<file path="config.mk">
export PLATFORM = sky130hd
export DESIGN_NAME = neurram_top
export DESIGN_NICKNAME = d
export VERILOG_FILES = /design/src/neurram_pkg.sv /design/src/neurram_ctrl_if.sv /design/src/neurram_top.sv /design/src/dac_daisy_ctrl.sv /design/src/wupdate_pulse_ctrl.sv /design/src/array_mode_decode.sv /design/src/neurram_apb_regs.sv
export VERILOG_INCLUDE_DIRS = /design/src /design/src/src
export SDC_FILE = /design/constraint.sdc
export NUM_CORES = 1
export LEC_CHECK = 0
export ABC_CLOCK_PERIOD_IN_PS = 7400
export BUFFER_PORTS_ARGS = -buffer_cell sky130_fd_sc_hd__clkbuf_2
export CAP_MARGIN = 20
export CELL_PAD_IN_SITES_DETAIL_PLACEMENT = 2
export CELL_PAD_IN_SITES_GLOBAL_PLACEMENT = 2
export CORE_ASPECT_RATIO = 0.7
export CORE_MARGIN = 2
export CORE_UTILIZATION = 40
export DETAILED_ROUTE_END_ITERATION = 8
export MAX_ROUTING_LAYER = met4
export PLACE_DENSITY = 0.85
export RECOVER_POWER = 100
export SLEW_MARGIN = 10
export SYNTH_ARGS = -nofsm -noshare
export SYNTH_HDL_FRONTEND = slang
export SYNTH_SLANG_ARGS = --single-unit
</file>
<file path="constraint.sdc">
create_clock -name sys_clk -period 7.4 [get_ports sys_clk]
set_clock_uncertainty 0.15 [all_clocks]
set_input_delay 1.11 -clock sys_clk [delete_from_list [all_inputs] [get_ports sys_clk]]
set_output_delay 1.11 -clock sys_clk [all_outputs]
set_load 0.05 [all_outputs]
</file>
<file path="src/neurram_defs.svh">
// ----------------------------
// neurram control core constants
// register map, command bits and DAC chain sizing
// ----------------------------
`ifndef NEURRAM_DEFS_SVH
`define NEURRAM_DEFS_SVH

// APB register byte offsets
`define REG_CTRL_MODE   8'h00
`define REG_EXT_CTRL    8'h04
`define REG_PULSE_WIDTH 8'h08
`define REG_WMODE_WIDTH 8'h0C
`define REG_DAC_DATA    8'h10
`define REG_CMD         8'h14
`define REG_STATUS      8'h18

// bit positions in CMD
`define CMD_DAC_UPDATE  0
`define CMD_PROGRAM     1
`define CMD_WMODE       2
`define CMD_PROGRAM_ACK 3

// DAC daisy chain, also the FIFO depth
`define DAC_NUM         4
`define DAC_WORD_BITS   32
// sys_clk cycles per half period of dac_sck
`define DAC_SCK_DIV     2

`endif
</file>
<file path="src/neurram_pkg.sv">
// ----------------------------
// neurram control core types
// shared vectors and FSM encodings
// ----------------------------
`include "neurram_defs.svh"

package neurram_pkg;

	// APB side
	typedef logic [7:0]  apb_addr_t;
	typedef logic [31:0] reg_word_t;

	// pulse length in sys_clk cycles
	typedef logic [31:0] pulse_cnt_t;

	typedef logic [`DAC_WORD_BITS-1:0] dac_word_t;

	// inference, ifat, lfsr, wupdate, forward from bit 0
	typedef logic [4:0] mode_req_t;

	// override mask, bit 0 upward
	// precharge_bl, precharge_sl, inference_enable_bl, inference_enable_sl,
	// turn_on_wl, ext_1n, ext_3n_disable, turn_off_precharge
	typedef logic [7:0] ext_ctrl_t;

	// ----------------------------
	// FSM encodings
	// ----------------------------
	typedef enum logic [1:0] {
		wup_idle,
		wup_pulse,
		wup_done
	} wup_state_e;

	typedef enum logic [2:0] {
		dac_st_idle,
		dac_st_load,
		dac_st_shift_low,
		dac_st_shift_high,
		dac_st_frame_end
	} dac_state_e;

endpackage

</file>
<file path="src/neurram_ctrl_if.sv">
// ----------------------------
// control bus between register bank and blocks
// configuration, strobes and status flags
// ----------------------------
`timescale 1ns/1ns

interface neurram_ctrl_if import neurram_pkg::*; ();

	// configuration from the register bank
	mode_req_t  mode_req;
	ext_ctrl_t  ext_ctrl;
	pulse_cnt_t pulse_width;
	pulse_cnt_t wmode_width;

	// one-cycle strobes
	logic       program_start;
	logic       wmode_start;
	logic       program_ack;
	logic       dac_push;
	dac_word_t  dac_data;
	logic       dac_update;

	// weight-update timer status
	logic       wmode_active;
	logic       pulse_busy;
	logic       program_done;

	// DAC writer status
	logic       fifo_full;
	logic       fifo_empty;
	logic       dac_idle;

	modport regs (
		output mode_req, ext_ctrl, pulse_width, wmode_width,
		output program_start, wmode_start, program_ack,
		output dac_push, dac_data, dac_update,
		input  wmode_active, pulse_busy, program_done,
		input  fifo_full, fifo_empty, dac_idle
	);

	modport decode (
		input  mode_req, ext_ctrl, wmode_active
	);

	modport wupdate (
		input  pulse_width, wmode_width, program_start, wmode_start, program_ack,
		output wmode_active, pulse_busy, program_done
	);

	modport dac (
		input  dac_push, dac_data, dac_update,
		output fifo_full, fifo_empty, dac_idle
	);

endinterface

</file>
<file path="src/neurram_top.sv">
// ----------------------------
// neurram host control core
// APB register bank, array mode decode,
// weight-update timer and DAC chain writer
// ----------------------------
`timescale 1ns/1ns

module neurram_top import neurram_pkg::*; (
	input  logic      sys_clk,
	input  logic      rst_n,
	// APB3 slave
	input  apb_addr_t paddr,
	input  logic      psel,
	input  logic      penable,
	input  logic      pwrite,
	input  reg_word_t pwdata,
	output reg_word_t prdata,
	output logic      pready,
	output logic      pslverr,
	// array control
	output logic      inference_mode,
	output logic      ifat_mode,
	output logic      lfsr_mode,
	output logic      wupdate_mode,
	output logic      wupdate_pulse,
	output logic      forward,
	output logic      ext_3n,
	output logic      ext_1n,
	output logic      ext_precharge_bl,
	output logic      ext_precharge_sl,
	output logic      ext_inference_enable_bl,
	output logic      ext_inference_enable_sl,
	output logic      ext_turn_on_wl,
	output logic      turn_off_precharge,
	// DAC chain
	output logic      dac_sck,
	output logic      dac_cs_b,
	output logic      dac_sdi
);

	neurram_ctrl_if ctrl_if ();

	neurram_apb_regs regs0 (
		.sys_clk, .rst_n, .paddr, .psel, .penable, .pwrite, .pwdata,
		.prdata, .pready, .pslverr, .ctrl(ctrl_if.regs)
	);

	array_mode_decode decode0 (
		.sys_clk, .rst_n, .ctrl(ctrl_if.decode),
		.inference_mode, .ifat_mode, .lfsr_mode, .wupdate_mode, .forward,
		.ext_3n, .ext_1n, .ext_precharge_bl, .ext_precharge_sl,
		.ext_inference_enable_bl, .ext_inference_enable_sl,
		.ext_turn_on_wl, .turn_off_precharge
	);

	wupdate_pulse_ctrl wupdate0 (
		.sys_clk, .rst_n, .ctrl(ctrl_if.wupdate), .wupdate_pulse
	);

	dac_daisy_ctrl dac0 (
		.sys_clk, .rst_n, .ctrl(ctrl_if.dac), .dac_sck, .dac_cs_b, .dac_sdi
	);

endmodule

</file>
<file path="src/dac_daisy_ctrl.sv">
// ----------------------------
// DAC daisy-chain writer
// word FIFO, one chip-select frame per update,
// MSB first, data sampled on rising dac_sck
// ----------------------------
`timescale 1ns/1ns
`include "neurram_defs.svh"

module dac_daisy_ctrl import neurram_pkg::*; (
	input  logic sys_clk,
	input  logic rst_n,
	neurram_ctrl_if.dac ctrl,
	output logic dac_sck,
	output logic dac_cs_b,
	output logic dac_sdi
);

	localparam int PTR_W = $clog2(`DAC_NUM);
	localparam int CNT_W = $clog2(`DAC_NUM + 1);
	localparam int BIT_W = $clog2(`DAC_WORD_BITS);
	localparam int DIV_W = $clog2(`DAC_SCK_DIV) + 1;

	dac_word_t        fifo_mem [`DAC_NUM];
	logic [PTR_W-1:0] wr_ptr;
	logic [PTR_W-1:0] rd_ptr;
	logic [CNT_W-1:0] fifo_cnt;
	logic             pop;
	dac_state_e       state;
	dac_word_t        shift_reg;
	logic             shift_en;
	logic [BIT_W-1:0] bit_cnt;
	logic [DIV_W-1:0] div_cnt;
	logic             div_end;
	logic             sck_q;
	logic             cs_b_q;

	// ----------------------------
	// word FIFO
	// ----------------------------
	assign pop = (state == dac_st_load);

	always_ff @(posedge sys_clk) begin
		if (ctrl.dac_push) begin
			fifo_mem[wr_ptr] <= ctrl.dac_data;
		end
	end

	always_ff @(posedge sys_clk or negedge rst_n) begin
		if (!rst_n) begin
			wr_ptr <= '0;
			rd_ptr <= '0;
			fifo_cnt <= '0;
		end else begin
			if (ctrl.dac_push) begin
				wr_ptr <= (wr_ptr == PTR_W'(`DAC_NUM - 1)) ? '0 : wr_ptr + 1'b1;
			end
			if (pop) begin
				rd_ptr <= (rd_ptr == PTR_W'(`DAC_NUM - 1)) ? '0 : rd_ptr + 1'b1;
			end
			case ({ctrl.dac_push, pop})
				2'b10: fifo_cnt <= fifo_cnt + 1'b1;
				2'b01: fifo_cnt <= fifo_cnt - 1'b1;
				default: fifo_cnt <= fifo_cnt;
			endcase
		end
	end

	assign ctrl.fifo_full = (fifo_cnt == CNT_W'(`DAC_NUM));
	assign ctrl.fifo_empty = (fifo_cnt == '0);

	// ----------------------------
	// frame FSM
	// ----------------------------
	assign div_end = (div_cnt == DIV_W'(`DAC_SCK_DIV - 1));

	always_ff @(posedge sys_clk or negedge rst_n) begin
		if (!rst_n) begin
			state <= dac_st_idle;
			bit_cnt <= '0;
			div_cnt <= '0;
			sck_q <= 1'b0;
			cs_b_q <= 1'b1;
		end else begin
			case (state)
				dac_st_idle: begin
					if (ctrl.dac_update && !ctrl.fifo_empty) begin
						cs_b_q <= 1'b0;
						state <= dac_st_load;
					end
				end
				dac_st_load: begin
					bit_cnt <= BIT_W'(`DAC_WORD_BITS - 1);
					div_cnt <= '0;
					state <= dac_st_shift_low;
				end
				dac_st_shift_low: begin
					if (div_end) begin
						div_cnt <= '0;
						sck_q <= 1'b1;
						state <= dac_st_shift_high;
					end else begin
						div_cnt <= div_cnt + 1'b1;
					end
				end
				dac_st_shift_high: begin
					if (div_end) begin
						div_cnt <= '0;
						sck_q <= 1'b0;
						if (bit_cnt != '0) begin
							bit_cnt <= bit_cnt - 1'b1;
							state <= dac_st_shift_low;
						end else if (!ctrl.fifo_empty) begin
							// next word in the same frame
							state <= dac_st_load;
						end else begin
							state <= dac_st_frame_end;
						end
					end else begin
						div_cnt <= div_cnt + 1'b1;
					end
				end
				dac_st_frame_end: begin
					cs_b_q <= 1'b1;
					state <= dac_st_idle;
				end
				default: state <= dac_st_idle;
			endcase
		end
	end

	// next bit moves out as sck falls
	assign shift_en = (state == dac_st_shift_high) && div_end && (bit_cnt != '0);

	always_ff @(posedge sys_clk) begin
		if (pop) begin
			shift_reg <= fifo_mem[rd_ptr];
		end else if (shift_en) begin
			shift_reg <= {shift_reg[`DAC_WORD_BITS-2:0], 1'b0};
		end
	end

	assign dac_sck = sck_q;
	assign dac_cs_b = cs_b_q;
	assign dac_sdi = shift_reg[`DAC_WORD_BITS-1];
	assign ctrl.dac_idle = (state == dac_st_idle);

	sck_only_in_frame: assert property (@(posedge sys_clk) disable iff (!rst_n)
		dac_cs_b |-> !dac_sck);

endmodule

</file>
<file path="src/wupdate_pulse_ctrl.sv">
// ----------------------------
// weight-update pulse timer
// programming pulse with done/ack handshake
// and the weight-update-mode window
// ----------------------------
`timescale 1ns/1ns

module wupdate_pulse_ctrl import neurram_pkg::*; (
	input  logic sys_clk,
	input  logic rst_n,
	neurram_ctrl_if.wupdate ctrl,
	output logic wupdate_pulse
);

	wup_state_e state;
	pulse_cnt_t pulse_cnt;
	pulse_cnt_t wmode_cnt;

	// ----------------------------
	// programming pulse
	// ----------------------------
	always_ff @(posedge sys_clk or negedge rst_n) begin
		if (!rst_n) begin
			state <= wup_idle;
			pulse_cnt <= '0;
		end else begin
			case (state)
				wup_idle: begin
					// zero width skips straight to done
					if (ctrl.program_start) begin
						pulse_cnt <= ctrl.pulse_width - 1'b1;
						state <= (ctrl.pulse_width == '0) ? wup_done : wup_pulse;
					end
				end
				wup_pulse: begin
					if (pulse_cnt == '0) begin
						state <= wup_done;
					end else begin
						pulse_cnt <= pulse_cnt - 1'b1;
					end
				end
				wup_done: begin
					if (ctrl.program_ack) begin
						state <= wup_idle;
					end
				end
				default: state <= wup_idle;
			endcase
		end
	end

	assign wupdate_pulse = (state == wup_pulse);
	assign ctrl.pulse_busy = (state == wup_pulse);
	assign ctrl.program_done = (state == wup_done);

	// ----------------------------
	// wmode window, restarts on a new strobe
	// ----------------------------
	always_ff @(posedge sys_clk or negedge rst_n) begin
		if (!rst_n) begin
			wmode_cnt <= '0;
		end else if (ctrl.wmode_start) begin
			wmode_cnt <= ctrl.wmode_width;
		end else if (wmode_cnt != '0) begin
			wmode_cnt <= wmode_cnt - 1'b1;
		end
	end

	assign ctrl.wmode_active = (wmode_cnt != '0);

	pulse_done_apart: assert property (@(posedge sys_clk) disable iff (!rst_n)
		!(wupdate_pulse && ctrl.program_done));

endmodule

</file>
<file path="src/array_mode_decode.sv">
// ----------------------------
// array mode decoder
// mode request and overrides to registered array
// control lines, with mode exclusion
// ----------------------------
`timescale 1ns/1ns

module array_mode_decode import neurram_pkg::*; (
	input  logic sys_clk,
	input  logic rst_n,
	neurram_ctrl_if.decode ctrl,
	output logic inference_mode,
	output logic ifat_mode,
	output logic lfsr_mode,
	output logic wupdate_mode,
	output logic forward,
	output logic ext_3n,
	output logic ext_1n,
	output logic ext_precharge_bl,
	output logic ext_precharge_sl,
	output logic ext_inference_enable_bl,
	output logic ext_inference_enable_sl,
	output logic ext_turn_on_wl,
	output logic turn_off_precharge
);

	logic      req_inference;
	logic      req_ifat;
	logic      req_lfsr;
	logic      req_wupdate;
	logic      req_forward;
	logic      inference_d;
	logic      ifat_d;
	logic      wupdate_d;
	ext_ctrl_t ext;

	assign req_inference = ctrl.mode_req[0];
	assign req_ifat = ctrl.mode_req[1];
	assign req_lfsr = ctrl.mode_req[2];
	assign req_wupdate = ctrl.mode_req[3];
	assign req_forward = ctrl.mode_req[4];
	assign ext = ctrl.ext_ctrl;

	// ----------------------------
	// exclusion rules
	// ----------------------------
	assign inference_d = req_inference & ~(req_ifat | req_lfsr | req_wupdate);
	assign ifat_d = req_ifat & ~(req_inference | req_lfsr | req_wupdate);
	// timed window from the pulse controller counts as a request
	assign wupdate_d = (req_wupdate | ctrl.wmode_active) &
		~(req_inference | req_ifat | req_lfsr);

	always_ff @(posedge sys_clk or negedge rst_n) begin
		if (!rst_n) begin
			inference_mode <= 1'b0;
			ifat_mode <= 1'b0;
			lfsr_mode <= 1'b0;
			wupdate_mode <= 1'b0;
			forward <= 1'b0;
			ext_3n <= 1'b0;
			ext_1n <= 1'b0;
			ext_precharge_bl <= 1'b0;
			ext_precharge_sl <= 1'b0;
			ext_inference_enable_bl <= 1'b0;
			ext_inference_enable_sl <= 1'b0;
			ext_turn_on_wl <= 1'b0;
			turn_off_precharge <= 1'b0;
		end else begin
			inference_mode <= inference_d;
			ifat_mode <= ifat_d;
			lfsr_mode <= req_lfsr;
			wupdate_mode <= wupdate_d;
			forward <= req_forward;
			// write driver on for any read-out style mode
			ext_3n <= (req_inference | req_ifat | req_lfsr) & ~ext[6];
			ext_1n <= ext[5];
			// precharge side follows the direction
			ext_precharge_bl <= ext[0] | req_ifat | (req_inference & ~req_forward);
			ext_precharge_sl <= ext[1] | req_ifat | (req_inference & req_forward);
			ext_inference_enable_bl <= ext[2] | inference_d | ifat_d;
			ext_inference_enable_sl <= ext[3] | inference_d | ifat_d;
			ext_turn_on_wl <= ext[4];
			turn_off_precharge <= ext[7];
		end
	end

	// wmode window from the timer must not leak past another mode
	mode_exclusive: assert property (@(posedge sys_clk) disable iff (!rst_n)
		$onehot0({inference_mode, ifat_mode, lfsr_mode, wupdate_mode}));

endmodule

</file>
<file path="src/neurram_apb_regs.sv">
// ----------------------------
// APB register bank
// configuration registers, command strobes
// and status readback, zero wait states
// ----------------------------
`timescale 1ns/1ns
`include "neurram_defs.svh"

module neurram_apb_regs import neurram_pkg::*; (
	input  logic      sys_clk,
	input  logic      rst_n,
	input  apb_addr_t paddr,
	input  logic      psel,
	input  logic      penable,
	input  logic      pwrite,
	input  reg_word_t pwdata,
	output reg_word_t prdata,
	output logic      pready,
	output logic      pslverr,
	neurram_ctrl_if.regs ctrl
);

	localparam int CMD_BITS = `CMD_PROGRAM_ACK + 1;

	logic                access;
	logic                addr_hit;
	logic                wr_reject;
	logic                wr_ok;
	mode_req_t           mode_req_q;
	ext_ctrl_t           ext_ctrl_q;
	pulse_cnt_t          pulse_width_q;
	pulse_cnt_t          wmode_width_q;
	dac_word_t           dac_data_q;
	logic                dac_push_q;
	logic [CMD_BITS-1:0] cmd_q;
	reg_word_t           status;

	// ----------------------------
	// access decode
	// ----------------------------
	assign access = psel & penable;
	assign addr_hit = paddr inside {`REG_CTRL_MODE, `REG_EXT_CTRL, `REG_PULSE_WIDTH,
		`REG_WMODE_WIDTH, `REG_DAC_DATA, `REG_CMD, `REG_STATUS};

	// STATUS is read only, a push into a full FIFO is dropped
	assign wr_reject = pwrite & ((paddr == `REG_STATUS) |
		((paddr == `REG_DAC_DATA) & ctrl.fifo_full));
	assign wr_ok = access & pwrite & addr_hit & ~wr_reject;

	assign pready = 1'b1;
	assign pslverr = access & (~addr_hit | wr_reject);

	// ----------------------------
	// registers and strobes
	// ----------------------------
	always_ff @(posedge sys_clk or negedge rst_n) begin
		if (!rst_n) begin
			mode_req_q <= '0;
			ext_ctrl_q <= '0;
			pulse_width_q <= '0;
			wmode_width_q <= '0;
			dac_data_q <= '0;
			dac_push_q <= 1'b0;
			cmd_q <= '0;
		end else begin
			// strobes last one cycle
			dac_push_q <= 1'b0;
			cmd_q <= '0;
			if (wr_ok) begin
				case (paddr)
					`REG_CTRL_MODE: mode_req_q <= pwdata[$bits(mode_req_t)-1:0];
					`REG_EXT_CTRL: ext_ctrl_q <= pwdata[$bits(ext_ctrl_t)-1:0];
					`REG_PULSE_WIDTH: pulse_width_q <= pwdata;
					`REG_WMODE_WIDTH: wmode_width_q <= pwdata;
					`REG_DAC_DATA: begin
						dac_data_q <= pwdata[`DAC_WORD_BITS-1:0];
						dac_push_q <= 1'b1;
					end
					`REG_CMD: cmd_q <= pwdata[CMD_BITS-1:0];
					default: ;
				endcase
			end
		end
	end

	// status bits from 0: fifo_full, fifo_empty, dac_idle,
	// program_done, pulse_busy, wmode_busy
	assign status = reg_word_t'({ctrl.wmode_active, ctrl.pulse_busy, ctrl.program_done,
		ctrl.dac_idle, ctrl.fifo_empty, ctrl.fifo_full});

	// read mux, CMD reads as zero
	always_comb begin
		case (paddr)
			`REG_CTRL_MODE: prdata = reg_word_t'(mode_req_q);
			`REG_EXT_CTRL: prdata = reg_word_t'(ext_ctrl_q);
			`REG_PULSE_WIDTH: prdata = pulse_width_q;
			`REG_WMODE_WIDTH: prdata = wmode_width_q;
			`REG_DAC_DATA: prdata = reg_word_t'(dac_data_q);
			`REG_STATUS: prdata = status;
			default: prdata = '0;
		endcase
	end

	// to the blocks
	assign ctrl.mode_req = mode_req_q;
	assign ctrl.ext_ctrl = ext_ctrl_q;
	assign ctrl.pulse_width = pulse_width_q;
	assign ctrl.wmode_width = wmode_width_q;
	assign ctrl.dac_data = dac_data_q;
	assign ctrl.dac_push = dac_push_q;
	assign ctrl.dac_update = cmd_q[`CMD_DAC_UPDATE];
	assign ctrl.program_start = cmd_q[`CMD_PROGRAM];
	assign ctrl.wmode_start = cmd_q[`CMD_WMODE];
	assign ctrl.program_ack = cmd_q[`CMD_PROGRAM_ACK];

	// APB access phases never come back to back
	strobe_one_cycle: assert property (@(posedge sys_clk) disable iff (!rst_n)
		(|{cmd_q, dac_push_q}) |=> !(|{cmd_q, dac_push_q}));

endmodule

</file>
==> flow_metrics.py <==
metrics = {
    "clock_tree": {
        "cts_buffer_depth": 3,
        "cts.sinks": 372,
        "cts_htree_levels": 2,
        "ctsRootBufferMaster": "clkbuf_16",
        "cts_made_buffers": 39,
        "postCtsSetupBuffers": 0,
        "clk_pin_slew_ns": 0.06,
        "hold_buffers": 0,
        "ctsResizeCount": 0,
        "clkLatencyLatePin_ns": 0.56,
        "tritoncts": "done",
    },
    "yosys": {
        "syn_avg_cell_area_um2": 11.8,
        "ys_types": 73,
        "synth_ff_type": "dfrtp_1",
        "synth_most_common_cell": "nand2_1",
        "synthTopCellsByArea": "dfrtp_1 31%, edfxtp_1 28%, mux2_2 6.3%",
        "synth_largest_area_cell": "dfrtp_1",
        "async_reset_ff_frac": 0.570,
        "syn-num-nets": 1518,
        "ys_ff_latch": 372,
        "synthesis.area_um2": 17200,
        "synthTopCellsByCount": "243 x nand2_1, 211 x dfrtp_1, 160 x edfxtp_1, 111 x nor2_1, 96 x mux2_2",
        "netlist_instances": 1461,
        "yosysTopAreaCellShare": 0.306,
        "ys_warn_count": 0,
        "synth-seq-area-share": 0.587,
        "synth_edf_count": 160,
    },
    "status": {
        "status": "finished with violations",
        "violations": "max-capacitance violations, max-slew violations",
    },
    "power_and_ir_drop": {
        "clock_power_share": 0.424,
        "p_per_area_nw_per_um2": 246,
        "vdd_drop_max_mv": 0.166,
        "swShare": 0.256,
        "seqPwrFrac": 0.494,
        "p_int_mw": 3.55,
        "p_sw_mw": 1.22,
        "pwr-share-comb": 0.083,
        "leakagePower_nw": 7.78,
    },
    "detailed_routing": {
        "drc_errors": 0,
        "viasPerCell": 6.02,
        "antenna_left": 0,
        "drt-total-wl_um": 60100,
        "vias": 12800,
        "drtIter0Drc": 908,
        "dr.pass1.iters": 6,
        "wl_per_cell_um": 28.2,
    },
    "sta": {
        "clock.fmax_ghz": 0.171,
        "finalHoldViolCount": 0,
        "setup-violations-final": 0,
        "setup_tns_ns": 0,
        "layout_min_cycle_time_ns": 5.85,
        "slew_headroom": -1.61,
        "slew_viol_final": 479,
        "post-route-period-util": 0.791,
        "fin_ws_ns": 1.55,
        "max_slew.worst_pin.slew_ns": 3.92,
        "rsz0062_at_grt": "no",
    },
    "floorplan": {
        "initial_core_util": 0.406,
        "die_area_um2": 44800,
        "coreArea_um2": 42400,
        "io_pins": 96,
        "die-width_um": 252,
        "num_rows": 63,
        "fp.dieH_um": 178,
    },
    "critical_path": {
        "crit_start": "paddr[5]",
        "cp.arrival_ns": 4.59,
        "critPathRequiredTime_ns": 6.14,
        "timing.rr.start": "wupdate0.state[1]$_DFFE_PN0P_",
        "crit_fanout": 25,
        "path_class": "in -> out",
        "startpoint_type": "input pin",
        "crit_path_end_kind": "primary output",
    },
    "min_path": {
        "holdCritStartpoint": "regs0.ctrl.ext_ctrl[5]$_DFFE_PN0P_",
        "hp-class": "reg -> reg",
    },
    "placement": {
        "port_buffers": 94,
        "hpwl_um": 40500,
        "dp.cells": 2056,
        "dp_slack_ns": 2.40,
        "gp_congestion": 0.894,
    },
    "global_route": {
        "grt.total_usage": 0.281,
        "gr-total-overflow": 0,
        "grt_pass1_vias": 14200,
        "grt_max_degree": 88,
        "grt_pass1_wl_um": 91200,
        "antenna_found_initial": 0,
    },
    "cells_and_area": {
        "largest_register_ffs": 128,
        "top_register": "dac0.fifo_mem",
        "antennaDiodeCount": 0,
        "stdcell_count": 2131,
        "synthToLayoutAreaGrowth_pct": 12.8,
        "fin_nets": 1606,
        "drive_gt1_frac": 0.160,
    },
    "flow_run": {
        "max_cap_violations": 15,
    },
}
cell families (layout without fill, tap and decap cells):
kind of cell,count (synthesis),in the layout,synth area share
buffers and inverters,101,219,0.0242
xor gates and xnor gates,34,34,0.0173
AOI/OAI and AO/OA,228,228,0.0879
and+or+nand+nor,548,548,0.149
adders and majority gates,12,12,0.00915
DFF,372,372,0.587
other,1,1,0.000218
muxes,165,165,0.126
per-stage QoR:
stage	power, mW	util	area (um^2)	hold WS [ns]
floorplan	2.59	-	17200	0.218
global placement	2.72	0.431	18300	0.239
detailed placement	2.77	0.431	18300	0.259
CTS	4.81	0.462	19600	0.271
global route	4.94	0.458	19400	0.296
finish	4.78	0.458	19400	0.265
critical path: stages:
cell      delay (ns)
clkbuf_2        0.08
nor3_1          0.42
nand2_1         0.19
nor3_1          1.31
buf_4           0.58
a222oi_1        0.21
o211ai_1        0.18
clkbuf_1        0.50
layout make-up:
class	count	area [um^2]
clock buffer	55	1130
multi-input combinational	988	6670
clock inverter	16	158
timing repair buffer	119	574
fill	4287	23000
sequential	372	10100
inverter	29	109
tap	552	691
power groups by stage:
stage               Combinational (mW)  Clock (mW)  Sequential (mW)
global placement                 0.344           0             2.37
finish                           0.395        2.02             2.36
detailed placement               0.384           0             2.39
global route                     0.434        2.14             2.37
floorplan                        0.243           0             2.35
CTS                              0.398        2.06             2.35
final timing paths:
kind / to / slack, ns / cells past startpoint
max: prdata[5] / 1.55 / 8
min: decode0.ext_1n$_DFF_PN0_ / 0.26 / 0
max reg2reg: wupdate0.pulse_cnt[28]$_DFFE_PN0P_ / 2.28 / 9
min reg2reg: decode0.ext_1n$_DFF_PN0_ / 0.26 / 0
max in group asynchronous: dac0.rd_ptr[0]$_DFFE_PN0P_ / 2.17 / 2
min in group asynchronous: wupdate0.pulse_cnt[4]$_DFFE_PN0P_ / 0.45 / 1
layer usage:
layer,up-vias,GRT usage,part of all wire
met5,-,-,0
met4,0,0.0954,0.035
met3,114,0.0483,0.053
met2,399,0.457,0.48
met1,6813,0.360,0.43
li1,5507,-,-
cell usage in the layout, fill, tap and decap left out, types with 7 or more instances in the layout:
cell and count:
nand2_1 243, dfrtp_1 209, edfxtp_1 160, nor2_1 111
mux2_2 87, clkbuf_1 72, o21ai_0 71, nor3_1 47
clkbuf_2 44, clkbuf_16 41, mux2i_1 37, a22oi_1 36
a21oi_1 33, mux4_2 32, inv_1 28, or3_1 22
nor4_1 21, xor2_1 17, xnor2_1 17, nand2b_1 16
nand3_1 16, and3_1 13, o21a_1 12, ha_1 11
buf_4 10, mux2_1 9, o31ai_1 9, clkinv_2 9
nor2b_1 8, a31oi_1 8, nand4_1 7, a22o_1 7
a211oi_1 7
Note: power is estimated with default switching activity, not from simulation.
